[src/verilog/board_pkg.sv]
package board_pkg;

    // ==============================
    // Board I/O widths
    // ==============================

    localparam int KEY_W  = 4;   // Push keys on the trainer board
    localparam int SW_W   = 8;   // Slide switches
    localparam int LED_W  = 12;  // Discrete LEDs, also the shift register width
    localparam int DIGITS = 8;   // Seven-segment digits

    // ==============================
    // Divider widths
    // ==============================

    // The debounce counter saturates after 2**DEBOUNCE_W stable cycles
    localparam int DEBOUNCE_W  = 3;
    localparam int SHIFT_DIV_W = 6;  // Shift strobe once every 64 cycles
    localparam int SEG_DIV_W   = 2;  // Display scan strobe once every 4 cycles

    // ==============================
    // Display output
    // ==============================

    typedef struct packed {
        logic [6:0]        segments;  // Segments a to g, a on the top bit, active low
        logic              dot;       // Decimal point, active low
        logic [DIGITS-1:0] digit;     // One-hot digit select, active low
    } seg_out_t;

endpackage

[src/verilog/seq_pkg.sv]
package seq_pkg;

    // States shared by both detectors, HIT is reached only by the Moore machine
    typedef enum logic [1:0] {
        IDLE  = 2'd0,
        GOT1  = 2'd1,
        GOT10 = 2'd2,
        HIT   = 2'd3
    } det_state_t;

    // Oldest bit of the pattern sits on the left
    localparam logic [2:0] PATTERN = 3'b101;

    // ==============================
    // Event counters
    // ==============================

    // The 32-bit view of this struct is the number sent to the display
    typedef struct packed {
        logic [15:0] strobe_cnt;  // Upper four digits
        logic [7:0]  moore_cnt;   // Middle two digits
        logic [7:0]  mealy_cnt;   // Lower two digits
    } event_counts_t;

endpackage

[src/verilog/sync_debounce.sv]
`timescale 1ns/100ps

module sync_debounce import board_pkg::*; #(
    parameter type payload_t = logic
) (
    input  logic     clk,
    input  logic     i_arst_n,
    input  payload_t i_raw,
    output payload_t o_clean
);

    payload_t              sync_q1;  // First synchronizer stage, may go metastable
    payload_t              sync_q2;  // Safe to use in the clock domain
    payload_t              cand_q;   // Value waiting to prove it is stable
    logic [DEBOUNCE_W-1:0] stable_q; // Cycles the candidate has held

    always_ff @(posedge clk or negedge i_arst_n) begin
        if (!i_arst_n) begin
            sync_q1 <= '0;
            sync_q2 <= '0;
        end else begin
            sync_q1 <= i_raw;
            sync_q2 <= sync_q1;
        end
    end

    // Any difference restarts the wait, so short glitches never get through
    always_ff @(posedge clk or negedge i_arst_n) begin
        if (!i_arst_n) begin
            cand_q   <= '0;
            stable_q <= '0;
            o_clean  <= '0;
        end else if (sync_q2 != cand_q) begin
            cand_q   <= sync_q2;     // New candidate value
            stable_q <= '0;
        end else if (stable_q != '1) begin
            stable_q <= stable_q + 1'b1;
        end else begin
            o_clean  <= cand_q;      // Held long enough to accept
        end
    end

endmodule

[src/verilog/strobe_gen.sv]
`timescale 1ns/100ps

module strobe_gen #(
    parameter int W = 4
) (
    input  logic clk,
    input  logic i_arst_n,
    output logic o_strobe
);

    logic [W-1:0] cnt_q;

    always_ff @(posedge clk or negedge i_arst_n) begin
        if (!i_arst_n) begin
            cnt_q    <= '0;
            o_strobe <= 1'b0;
        end else begin
            cnt_q    <= cnt_q + 1'b1;
            o_strobe <= (cnt_q == '1);  // High while the counter sits at zero after the wrap
        end
    end

    // A strobe is a single-cycle event, one per full count period
    a_strobe_single_cycle : assert property (
        @(posedge clk) disable iff (!i_arst_n) o_strobe |=> !o_strobe
    );

endmodule

[src/verilog/moore_detector.sv]
`timescale 1ns/100ps

module moore_detector import seq_pkg::*; (
    input  logic clk,
    input  logic i_arst_n,
    input  logic i_en,
    input  logic i_bit,
    output logic o_hit
);

    det_state_t state_q;
    det_state_t state_d;

    always_comb begin
        state_d = state_q;
        if (i_en) begin
            unique case (state_q)
                IDLE:  state_d = (i_bit == PATTERN[2]) ? GOT1  : IDLE;
                GOT1:  state_d = (i_bit == PATTERN[1]) ? GOT10 : GOT1;
                GOT10: state_d = (i_bit == PATTERN[0]) ? HIT   : IDLE;
                // The last 1 of a match may start the next one
                HIT:   state_d = (i_bit == PATTERN[1]) ? GOT10 : GOT1;
                default: state_d = IDLE;
            endcase
        end
    end

    always_ff @(posedge clk or negedge i_arst_n) begin
        if (!i_arst_n) begin
            state_q <= IDLE;
        end else begin
            state_q <= state_d;
        end
    end

    assign o_hit = (state_q == HIT);  // Output follows the state only

    a_state_legal : assert property (
        @(posedge clk) disable iff (!i_arst_n)
        !$isunknown(state_q) && (state_q inside {IDLE, GOT1, GOT10, HIT})
    );

endmodule

[src/verilog/mealy_detector.sv]
`timescale 1ns/100ps

module mealy_detector import seq_pkg::*; (
    input  logic clk,
    input  logic i_arst_n,
    input  logic i_en,
    input  logic i_bit,
    output logic o_hit
);

    det_state_t state_q;
    det_state_t state_d;

    always_comb begin
        state_d = state_q;
        if (i_en) begin
            case (state_q)
                IDLE:  state_d = (i_bit == PATTERN[2]) ? GOT1  : IDLE;
                GOT1:  state_d = (i_bit == PATTERN[1]) ? GOT10 : GOT1;
                GOT10: state_d = (i_bit == PATTERN[0]) ? GOT1  : IDLE;  // Hit, overlap kept
                default: state_d = IDLE;
            endcase
        end
    end

    always_ff @(posedge clk or negedge i_arst_n) begin
        if (!i_arst_n) begin
            state_q <= IDLE;
        end else begin
            state_q <= state_d;
        end
    end

    // Fires in the same cycle as the completing bit
    assign o_hit = i_en && (state_q == GOT10) && (i_bit == PATTERN[0]);

    a_hit_needs_enable : assert property (
        @(posedge clk) disable iff (!i_arst_n) o_hit |-> i_en
    );

endmodule

[src/verilog/seq_monitor.sv]
`timescale 1ns/100ps

module seq_monitor import board_pkg::*, seq_pkg::*; (
    input  logic             clk,
    input  logic             i_arst_n,
    input  logic             i_shift_stb,
    input  logic             i_bit,
    output logic [LED_W-1:0] o_shift_reg,
    output event_counts_t    o_counts
);

    logic [LED_W-1:0] shift_q;
    logic             shift_dly;   // Detector enable, one cycle after the shift
    logic             moore_hit;
    logic             mealy_hit;
    event_counts_t    counts_q;

    // ==============================
    // Shift register
    // ==============================

    always_ff @(posedge clk or negedge i_arst_n) begin
        if (!i_arst_n) begin
            shift_q   <= '0;
            shift_dly <= 1'b0;
        end else begin
            shift_dly <= i_shift_stb;
            if (i_shift_stb) begin
                shift_q <= {shift_q[LED_W-2:0], i_bit};  // Newest bit enters at bit 0
            end
        end
    end

    // ==============================
    // Pattern detectors
    // ==============================

    moore_detector moore_i (
        .clk      (clk),
        .i_arst_n (i_arst_n),
        .i_en     (shift_dly),
        .i_bit    (shift_q[0]),
        .o_hit    (moore_hit)
    );

    mealy_detector mealy_i (
        .clk      (clk),
        .i_arst_n (i_arst_n),
        .i_en     (shift_dly),
        .i_bit    (shift_q[0]),
        .o_hit    (mealy_hit)
    );

    // All three counters wrap silently
    always_ff @(posedge clk or negedge i_arst_n) begin
        if (!i_arst_n) begin
            counts_q <= '0;
        end else begin
            if (i_shift_stb) begin
                counts_q.strobe_cnt <= counts_q.strobe_cnt + 1'b1;
            end
            // Moore hit is seen one enable after the bit that completed it
            if (shift_dly && moore_hit) begin
                counts_q.moore_cnt <= counts_q.moore_cnt + 1'b1;
            end
            if (shift_dly && mealy_hit) begin
                counts_q.mealy_cnt <= counts_q.mealy_cnt + 1'b1;
            end
        end
    end

    assign o_shift_reg = shift_q;
    assign o_counts    = counts_q;

endmodule

[src/verilog/seven_segment.sv]
`timescale 1ns/100ps

module seven_segment import board_pkg::*; (
    input  logic                clk,
    input  logic                i_arst_n,
    input  logic                i_scan_stb,
    input  logic [4*DIGITS-1:0] i_number,
    input  logic [DIGITS-1:0]   i_dots,
    output seg_out_t            o_seg
);

    localparam int IDX_W = $clog2(DIGITS);

    logic [IDX_W-1:0] digit_idx_q;
    logic [3:0]       nibble;

    // Active high abcdefg pattern, a on bit 6
    function automatic logic [6:0] hex_to_seg(input logic [3:0] hex);
        logic [6:0] seg;
        case (hex)
            4'h0: seg = 7'b1111110;
            4'h1: seg = 7'b0110000;
            4'h2: seg = 7'b1101101;
            4'h3: seg = 7'b1111001;
            4'h4: seg = 7'b0110011;
            4'h5: seg = 7'b1011011;
            4'h6: seg = 7'b1011111;
            4'h7: seg = 7'b1110000;
            4'h8: seg = 7'b1111111;
            4'h9: seg = 7'b1111011;
            4'hA: seg = 7'b1110111;
            4'hB: seg = 7'b0011111;
            4'hC: seg = 7'b1001110;
            4'hD: seg = 7'b0111101;
            4'hE: seg = 7'b1001111;
            default: seg = 7'b1000111;  // F
        endcase
        return seg;
    endfunction

    // ==============================
    // Digit scan
    // ==============================

    always_ff @(posedge clk or negedge i_arst_n) begin
        if (!i_arst_n) begin
            digit_idx_q <= '0;
        end else if (i_scan_stb) begin
            digit_idx_q <= digit_idx_q + 1'b1;  // Wraps from 7 back to 0
        end
    end

    assign nibble = i_number[digit_idx_q*4 +: 4];

    // Segment pattern and digit select change on the same edge
    always_ff @(posedge clk or negedge i_arst_n) begin
        if (!i_arst_n) begin
            o_seg.segments <= ~hex_to_seg(4'h0);
            o_seg.dot      <= 1'b1;
            o_seg.digit    <= ~DIGITS'(1);
        end else begin
            o_seg.segments <= ~hex_to_seg(nibble);
            o_seg.dot      <= ~i_dots[digit_idx_q];
            o_seg.digit    <= ~(DIGITS'(1) << digit_idx_q);
        end
    end

    a_one_digit_on : assert property (
        @(posedge clk) disable iff (!i_arst_n) $onehot(~o_seg.digit)
    );

endmodule

[src/verilog/board_top.sv]
`timescale 1ns/100ps

module board_top import board_pkg::*, seq_pkg::*; (
    input  logic              clk,
    input  logic              i_arst_n,
    input  logic [KEY_W-1:0]  i_key,
    input  logic [SW_W-1:0]   i_sw,
    output logic [LED_W-1:0]  o_led,
    output logic [7:0]        o_abcdefgh,
    output logic [DIGITS-1:0] o_digit
);

    logic [KEY_W-1:0] key_db;
    logic [SW_W-1:0]  sw_db;
    logic             shift_stb;
    logic             scan_stb;
    logic [LED_W-1:0] shift_reg;
    event_counts_t    counts;
    seg_out_t         seg;

    // ==============================
    // Input conditioning
    // ==============================

    // Keys and switches pull low when active
    sync_debounce #(.payload_t(logic [KEY_W-1:0])) key_debounce_i (
        .clk      (clk),
        .i_arst_n (i_arst_n),
        .i_raw    (~i_key),
        .o_clean  (key_db)
    );

    sync_debounce #(.payload_t(logic [SW_W-1:0])) sw_debounce_i (
        .clk      (clk),
        .i_arst_n (i_arst_n),
        .i_raw    (~i_sw),
        .o_clean  (sw_db)
    );

    // ==============================
    // Strobes and sequence logic
    // ==============================

    strobe_gen #(.W(SHIFT_DIV_W)) shift_strobe_i (
        .clk      (clk),
        .i_arst_n (i_arst_n),
        .o_strobe (shift_stb)
    );

    strobe_gen #(.W(SEG_DIV_W)) scan_strobe_i (
        .clk      (clk),
        .i_arst_n (i_arst_n),
        .o_strobe (scan_stb)
    );

    seq_monitor monitor_i (
        .clk         (clk),
        .i_arst_n    (i_arst_n),
        .i_shift_stb (shift_stb),
        .i_bit       (key_db[1]),  // Key 1 feeds the shift register
        .o_shift_reg (shift_reg),
        .o_counts    (counts)
    );

    assign o_led = ~shift_reg;  // LEDs are lit by a low level

    seven_segment display_i (
        .clk        (clk),
        .i_arst_n   (i_arst_n),
        .i_scan_stb (scan_stb),
        .i_number   (counts),
        .i_dots     (sw_db),
        .o_seg      (seg)
    );

    assign o_abcdefgh = {seg.segments, seg.dot};
    assign o_digit    = seg.digit;

endmodule

[config.mk]
export PLATFORM = sky130hd
export DESIGN_NAME = board_top
export DESIGN_NICKNAME = d
export VERILOG_FILES = /design/src/verilog/board_pkg.sv /design/src/verilog/seq_pkg.sv /design/src/verilog/sync_debounce.sv /design/src/verilog/strobe_gen.sv /design/src/verilog/moore_detector.sv /design/src/verilog/mealy_detector.sv /design/src/verilog/seq_monitor.sv /design/src/verilog/seven_segment.sv /design/src/verilog/board_top.sv
export SDC_FILE = /design/constraint.sdc
export NUM_CORES = 1
export LEC_CHECK = 0
export BUFFER_PORTS_ARGS = -buffer_cell sky130_fd_sc_hd__buf_2
export CAP_MARGIN = 20
export CORE_AREA = 2 2 127 129
export CTS_CLUSTER_DIAMETER = 100
export DETAILED_ROUTE_END_ITERATION = 16
export DIE_AREA = 0 0 129 131
export HOLD_SLACK_MARGIN = 0.12
export PLACE_DENSITY = 0.57
export REMOVE_ABC_BUFFERS = 1
export SKIP_LAST_GASP = 1
export SYNTH_ARGS = -nofsm -noshare
export SYNTH_HDL_FRONTEND = slang
export SYNTH_SLANG_ARGS = --single-unit
[constraint.sdc]
create_clock -name clk -period 2.55 [get_ports clk]
set_clock_uncertainty 0.15 [all_clocks]
set_input_delay 0.3825 -clock clk [delete_from_list [all_inputs] [get_ports clk]]
set_output_delay 0.3825 -clock clk [all_outputs]
set_load 0.02 [all_outputs]
=== Word level (Yosys, flattened, before mapping) ===
Memory sizes are Yosys's and may differ from the RTL's.
Index checks and enable logic that the tools add are counted.

* Bitwise operators: 10
* $lt $le $gt $ge: 1
* Shifts and indexed selects: 2
* Add/sub/neg operators: 8
* Mux-type cells: 11
* Equal/unequal tests: 11
* Reductions and logical operators: 12

{| class="wikitable"
|+ Operator list
! operator !! count
|-
| 32-bit by 6-bit variable part select with 4-bit output || 1
|-
| 16-bit by 1-bit adder with 16-bit output (second input constant) || 1
|-
| 8-bit by 1-bit adder with 8-bit output (second input constant) || 2
|-
| 8-bit inverter || 2
|-
| 3-bit two-way mux || 4
|-
| 12-bit inverter || 1
|-
| 3-bit by 1-bit adder with 3-bit output (second input constant) || 3
|-
| 2-bit equality test (second input constant) || 4
|-
| 8-bit != test || 1
|-
| 1-bit by 3-bit << shifter with 8-bit output (first input constant) || 1
|-
| 7-bit inverter || 1
|-
| 6-bit by 1-bit adder with 6-bit output (second input constant) || 1
|-
| 6-bit equality test (second input constant) || 1
|-
| 3-bit != test (second input constant) || 2
|-
| 2-bit one-hot mux with 3 select lines || 1
|-
| 1-bit inverter || 5
|-
| 2-bit by 1-bit equality test with 1-bit output (second input constant) || 2
|-
| 1-bit logical AND || 4
|-
| 2-bit zero test || 2
|-
| 3-bit by 4-bit less-than comparator with 1-bit output (second input constant) || 1
|-
| 2-bit two-way mux || 2
|-
| 4-bit != test || 1
|-
| 4-bit inverter || 1
|-
| 2-bit one-hot mux with 2 select lines || 1
|-
| 6 further kinds || 10
|}

* Output and inout port bits: 28
* Word-level logic and storage cells: 81
* ROM bits: 112
* Register bits: 130
* Memories kept: 1

{| class="wikitable"
|+ Memory list
! memory !! words !! bits a word !! rd ports !! clocked after memory_dff !! write ports !! RTL line !! text
|-
| (name not given) || 16 || 7 || 1 || 0 || 0 || seven_segment.sv:20 || <nowiki>case (hex)</nowiki>
|}

=== Depth between registers and ports, before layout ===
* Depth after elaboration: 4
* Gate-level depth with buffers: 8

=== By module ===
A second synthesis with hierarchy kept.

* Cells, all modules: 409
* Area, all modules: 5635.4 um^2

{| class="wikitable"
|+ By module, submodules not included
! module !! sequential area each (um^2) !! area each (um^2) !! times used !! cells each
|-
| seq_monitor || 1126.1 || 1875.5 || 1 || 139
|-
| seven_segment || 486.7 || 1241.2 || 1 || 90
|-
| sync_debounce at sw_debounce_i || 875.8 || 1211.2 || 1 || 72
|-
| sync_debounce at key_debounce_i || 475.5 || 678.2 || 1 || 43
|-
| strobe_gen at shift_strobe_i || 175.2 || 255.2 || 1 || 18
|-
| mealy_detector || 50.0 || 100.1 || 1 || 10
|-
| moore_detector || 50.0 || 92.6 || 1 || 8
|-
| strobe_gen at scan_strobe_i || 75.1 || 91.3 || 1 || 5
|-
| board_top || 0.0 || 90.1 || 1 || 24
|}

=== Worst setup path after synthesis ===
OpenSTA, ideal clock, no wires.

* Path type: register to register
* Start point: register display_i.digit_idx_q[0]
* End point: register display_i.o_seg[15] (netlist bit)
* Path slack: 0.043 ns
* Stages on the path, launching flop included: 8
* Required time: 2.276 ns
* Arrival: 2.233 ns
* Setup time: 0.124 ns
* Path through: dfrtp_1 -> buf_6 -> mux4_1 -> mux2i_1 -> inv_1 -> ha_1 -> and3_1 -> a211o_1

* Word-level cells in the longest chain between the ends: 3

{| class="wikitable"
|+ RTL lines
! what !! RTL line !! text
|-
| start: declaration || seven_segment.sv:14 || <nowiki>logic [IDX_W-1:0] digit_idx_q;</nowiki>
|-
| start signal: assignment || seven_segment.sv:49 || <nowiki>digit_idx_q <= digit_idx_q + 1'b1;</nowiki>
|-
| 32-bit by 6-bit variable part select with 4-bit output || seven_segment.sv:53 || <nowiki>assign nibble = i_number[digit_idx_q*4 +: 4];</nowiki>
|-
| memory 16 x 7 bit || - ||
|-
| 7-bit inverter || seven_segment.sv:62 || <nowiki>o_seg.segments <= ~hex_to_seg(nibble);</nowiki>
|-
| end: declaration || seven_segment.sv:9 || <nowiki>output seg_out_t o_seg</nowiki>
|}

Every way passes these cells.
A chain may end at the register's enable or synchronous reset.

=== Worst setup path in the final report ===
Same ends and word-level chain as after synthesis.

==> metrics.csv <==
metric;value;unit
max reg flops;32;
drt wl/cell;11.97;um
critical path class;reg -> reg;
largest net degree at the start of global routing;57;
Finished Cell Area;0.006500;sq mm
CTS tree;built;
R2R Setup Slk;200;ps
status;finished clean;
total gr overflow;0;
#FFs+latches synth;129;
worst-path maximum fanout;9;
Worst-Margin Slew;512.8;ps
sequential fraction of the synthesis area;0.6087;
residual DRC count;0;
CP startpoint;display_i.digit_idx_q[0]$_DFFE_PN0P_;
commonest non-fill, non-tap cell in the layout;dfrtp_1;
syn_area_per_cell;12.98;sq um
Antenna Cells;0;
total number of vias;3016;
combinational share of power;0.020;
H-tree levels;4;
post-layout min period;2345;ps
drt first pass iters;4;
Post-Synthesis Cells;410;
CTS resizes;0;
worst slack, placed;199.2;ps
WP data arrival;2480;ps
initial antenna violation count;0;
PortBufs;41;
Pint;0.003562;W
commonest non-fill, non-tap cells in the layout;dfrtp_1 (120), buf_2 (40), inv_1 (37);
Startpoint Class;flip-flop;
share of layout cells above drive strength 1;0.2293;
Placed Area;0.005788;sq mm
Total GRT Usage;0.1109;
Setup crit end kind;flip-flop;
CP max-delay cell;mux4_1;
Max Transition Viols Final;0;
register clock-pin slew on the reported worst setup and hold paths;60;ps
number of global-route vias before repair;3032;
drt initial violations;154;
Switch Pwr;0.0009565;W
final hold violations;0;
CTS Buffer Depth;2;
Clk Latency, worst-skew pair;410;ps
synthesis-to-finish area growth;22.15;%
cts bufs inserted;17;
ANT nets after route;0;
Sink Count;129;
r2r endpoint;display_i.o_seg[15]$_DFF_PN0_;
Core ar.;0.01560;sq mm
Initial Utilization;0.3412;
Worst Hold Class;reg -> reg;
die extent in y;131;um
crit-path cells;mux4_1 -> mux2i_1 -> inv_1 -> ha_1 -> and3_1 -> a211o_1;
max_cap viols;0;
fmax;0.4264;GHz
period utilization;0.9198;
Die ar.;0.01690;sq mm
die width;129;um
Slowest Stage Delay on Critical Path;590;ps
# IOs;42;
CP required;2690;ps
post-CTS setup buffer count;0;
setup ws final;204.6;ps
Final HPWL DP;5.857;mm
area of the mapped netlist;0.005321;sq mm
Pwr per Cell Area;695.2;mW/mm^2
Unique masters post-synth;35;
Clock Power Share;0.517;
fin nets;506;
Critical Path Sink;display_i.o_seg[15]$_DFF_PN0_;
total wire length after detailed routing;8.376;mm
first-pass GRT wire length;14.39;mm
Peak VDD IR;0.4161;mV
FP Rows;46;
RSZ-0062 raised after global routing;no;
Critical R2R Launch;display_i.digit_idx_q[0]$_DFFE_PN0P_;
Sw Share;0.2117;
Max-slew headroom;0.6555;
final RePlAce weighted congestion;0.7587;
Vias/cell;4.309;
clk root buf;clkbuf_16;
FF-to-FF path depth;6;
Lkg Pwr;3.169;nW
Synth Warn #;0;
Final Setup Violations;0;
Reg power frac;0.464;
[cell type report]
class,instances,area [sq um]
clock inverter,15,156.4
fill,1480,9097
multi-input combinational,222,1848
sequential,129,3239
inverter,38,142.6
timing repair buffer,63,417.9
tap,216,270.3
clock buffer,17,425.4
[power by group through the flow]
| stage | sequential [W] | combinational [W] | clock (W) |
|---|---|---|---|
| 6_report | 0.00209 | 0.0000899 | 0.00233 |
| 5_1_grt | 0.00210 | 0.000106 | 0.00251 |
| 4_1_cts | 0.00209 | 0.0000949 | 0.00240 |
| 3_5_place_dp | 0.00213 | 0.0000794 | 0 |
| 3_3_place_gp | 0.00213 | 0.0000772 | 0 |
| 2_1_floorplan | 0.00213 | 0.0000202 | 0 |
[cell usage after synthesis]
| cell type | n | share of area |
|---|---|---|
| mux2i_1 | 13 | 0.024 |
| mux4_1 | 9 | 0.044 |
| dfstp_2 | 9 | 0.044 |
| nor3b_1 | 2 | 0.0028 |
| o21ai_0 | 17 | 0.016 |
| nor2_1 | 16 | 0.011 |
| ha_1 | 21 | 0.049 |
| and4_1 | 1 | 0.0016 |
| xor2_1 | 21 | 0.035 |
| inv_1 | 37 | 0.026 |
| and3_1 | 7 | 0.0082 |
| buf_2 | 1 | 0.00094 |
| nand4_1 | 11 | 0.013 |
| a211o_1 | 1 | 0.0016 |
| and4b_1 | 1 | 0.0019 |
| o2bb2ai_1 | 1 | 0.0016 |
| nor4_1 | 2 | 0.0024 |
| clkbuf_1 | 18 | 0.013 |
| mux2i_4 | 1 | 0.0042 |
| inv_2 | 1 | 0.00070 |
| or3_1 | 1 | 0.0012 |
| buf_4 | 1 | 0.0014 |
| nand3_1 | 10 | 0.0094 |
| mux2_2 | 16 | 0.034 |
| nor3_1 | 1 | 0.00094 |
| mux2i_2 | 1 | 0.0026 |
| nand2_1 | 35 | 0.025 |
| buf_6 | 1 | 0.0021 |
| mux4_2 | 1 | 0.0042 |
| o31ai_1 | 1 | 0.0014 |
| a22o_1 | 2 | 0.0033 |
| nor2b_1 | 1 | 0.0012 |
| a21oi_1 | 1 | 0.00094 |
| dfrtp_1 | 120 | 0.56 |
| xnor2_1 | 28 | 0.046 |
[critical path: cells and delay by family (launching register included)]
| family | cells | cell delay, ps |
|---|---|---|
| adders and majority gates | 1 | 240 |
| and+or+nand+nor | 1 | 160 |
| buffers and inverters | 1 | 100 |
| muxes | 2 | 770 |
| DFF | 1 | 540 |
| AOI/OAI and AO/OA | 1 | 270 |
[metrics by stage]
stage	total power (W)	util	instances	hold WS, ps	setup TNS (ps)
after floorplan	0.002147	-	389	-63.09	-44.46
after global placement	0.002207	0.3711	655	183.3	0
after detailed placement	0.002211	0.3711	655	184.7	0
after CTS	0.004589	0.4167	700	197.8	0
after global routing	0.004711	0.4167	700	207.1	0
final	0.004519	0.4167	700	193.1	0
[worst min path at each step]
stage                                         from                              endpoint  slack [ps]  depth (start not counted)
3_3_place_gp   key_debounce_i.sync_q1[1]$_DFF_PN0_   key_debounce_i.sync_q2[1]$_DFF_PN0_         180                          0
4_1_cts         sw_debounce_i.sync_q1[6]$_DFF_PN0_    sw_debounce_i.sync_q2[6]$_DFF_PN0_         200                          0
3_5_place_dp   key_debounce_i.sync_q1[1]$_DFF_PN0_   key_debounce_i.sync_q2[1]$_DFF_PN0_         180                          0
6_report        sw_debounce_i.sync_q1[4]$_DFF_PN0_    sw_debounce_i.sync_q2[4]$_DFF_PN0_         190                          0
5_1_grt         sw_debounce_i.sync_q1[1]$_DFF_PN0_    sw_debounce_i.sync_q2[1]$_DFF_PN0_         210                          0
2_1_floorplan                             i_arst_n  display_i.digit_idx_q[0]$_DFFE_PN0P_         -60                          0
[kinds of logic (layout without fill, tap and decap cells)]
group | count (synthesis) | in the layout | synth area share
AOI/OAI and AO/OA | 23 | 23 | 0.02492
buffers and inverters | 59 | 133 | 0.04397
and+or+nand+nor | 88 | 88 | 0.07853
muxes | 41 | 41 | 0.1138
xor gates and xnor gates | 49 | 49 | 0.08065
DFF | 129 | 129 | 0.6087
adders and majority gates | 21 | 21 | 0.04938
[layer usage]
layer,vias up,global-route usage,wire length [um]
met3,7,0.04275,356
met5,-,0,0
met1,1473,0.1404,3998
met2,48,0.1743,3927
li1,1488,-,-
met4,0,0.04028,94
[what timing repair did]
action | CTS | global route
endpoints found under the setup margin | 0 | 0
hold endpoints to repair | 41 | 0
hold buffers | 13 | 0
No activity file was read; power rests on OpenSTA's default activity.
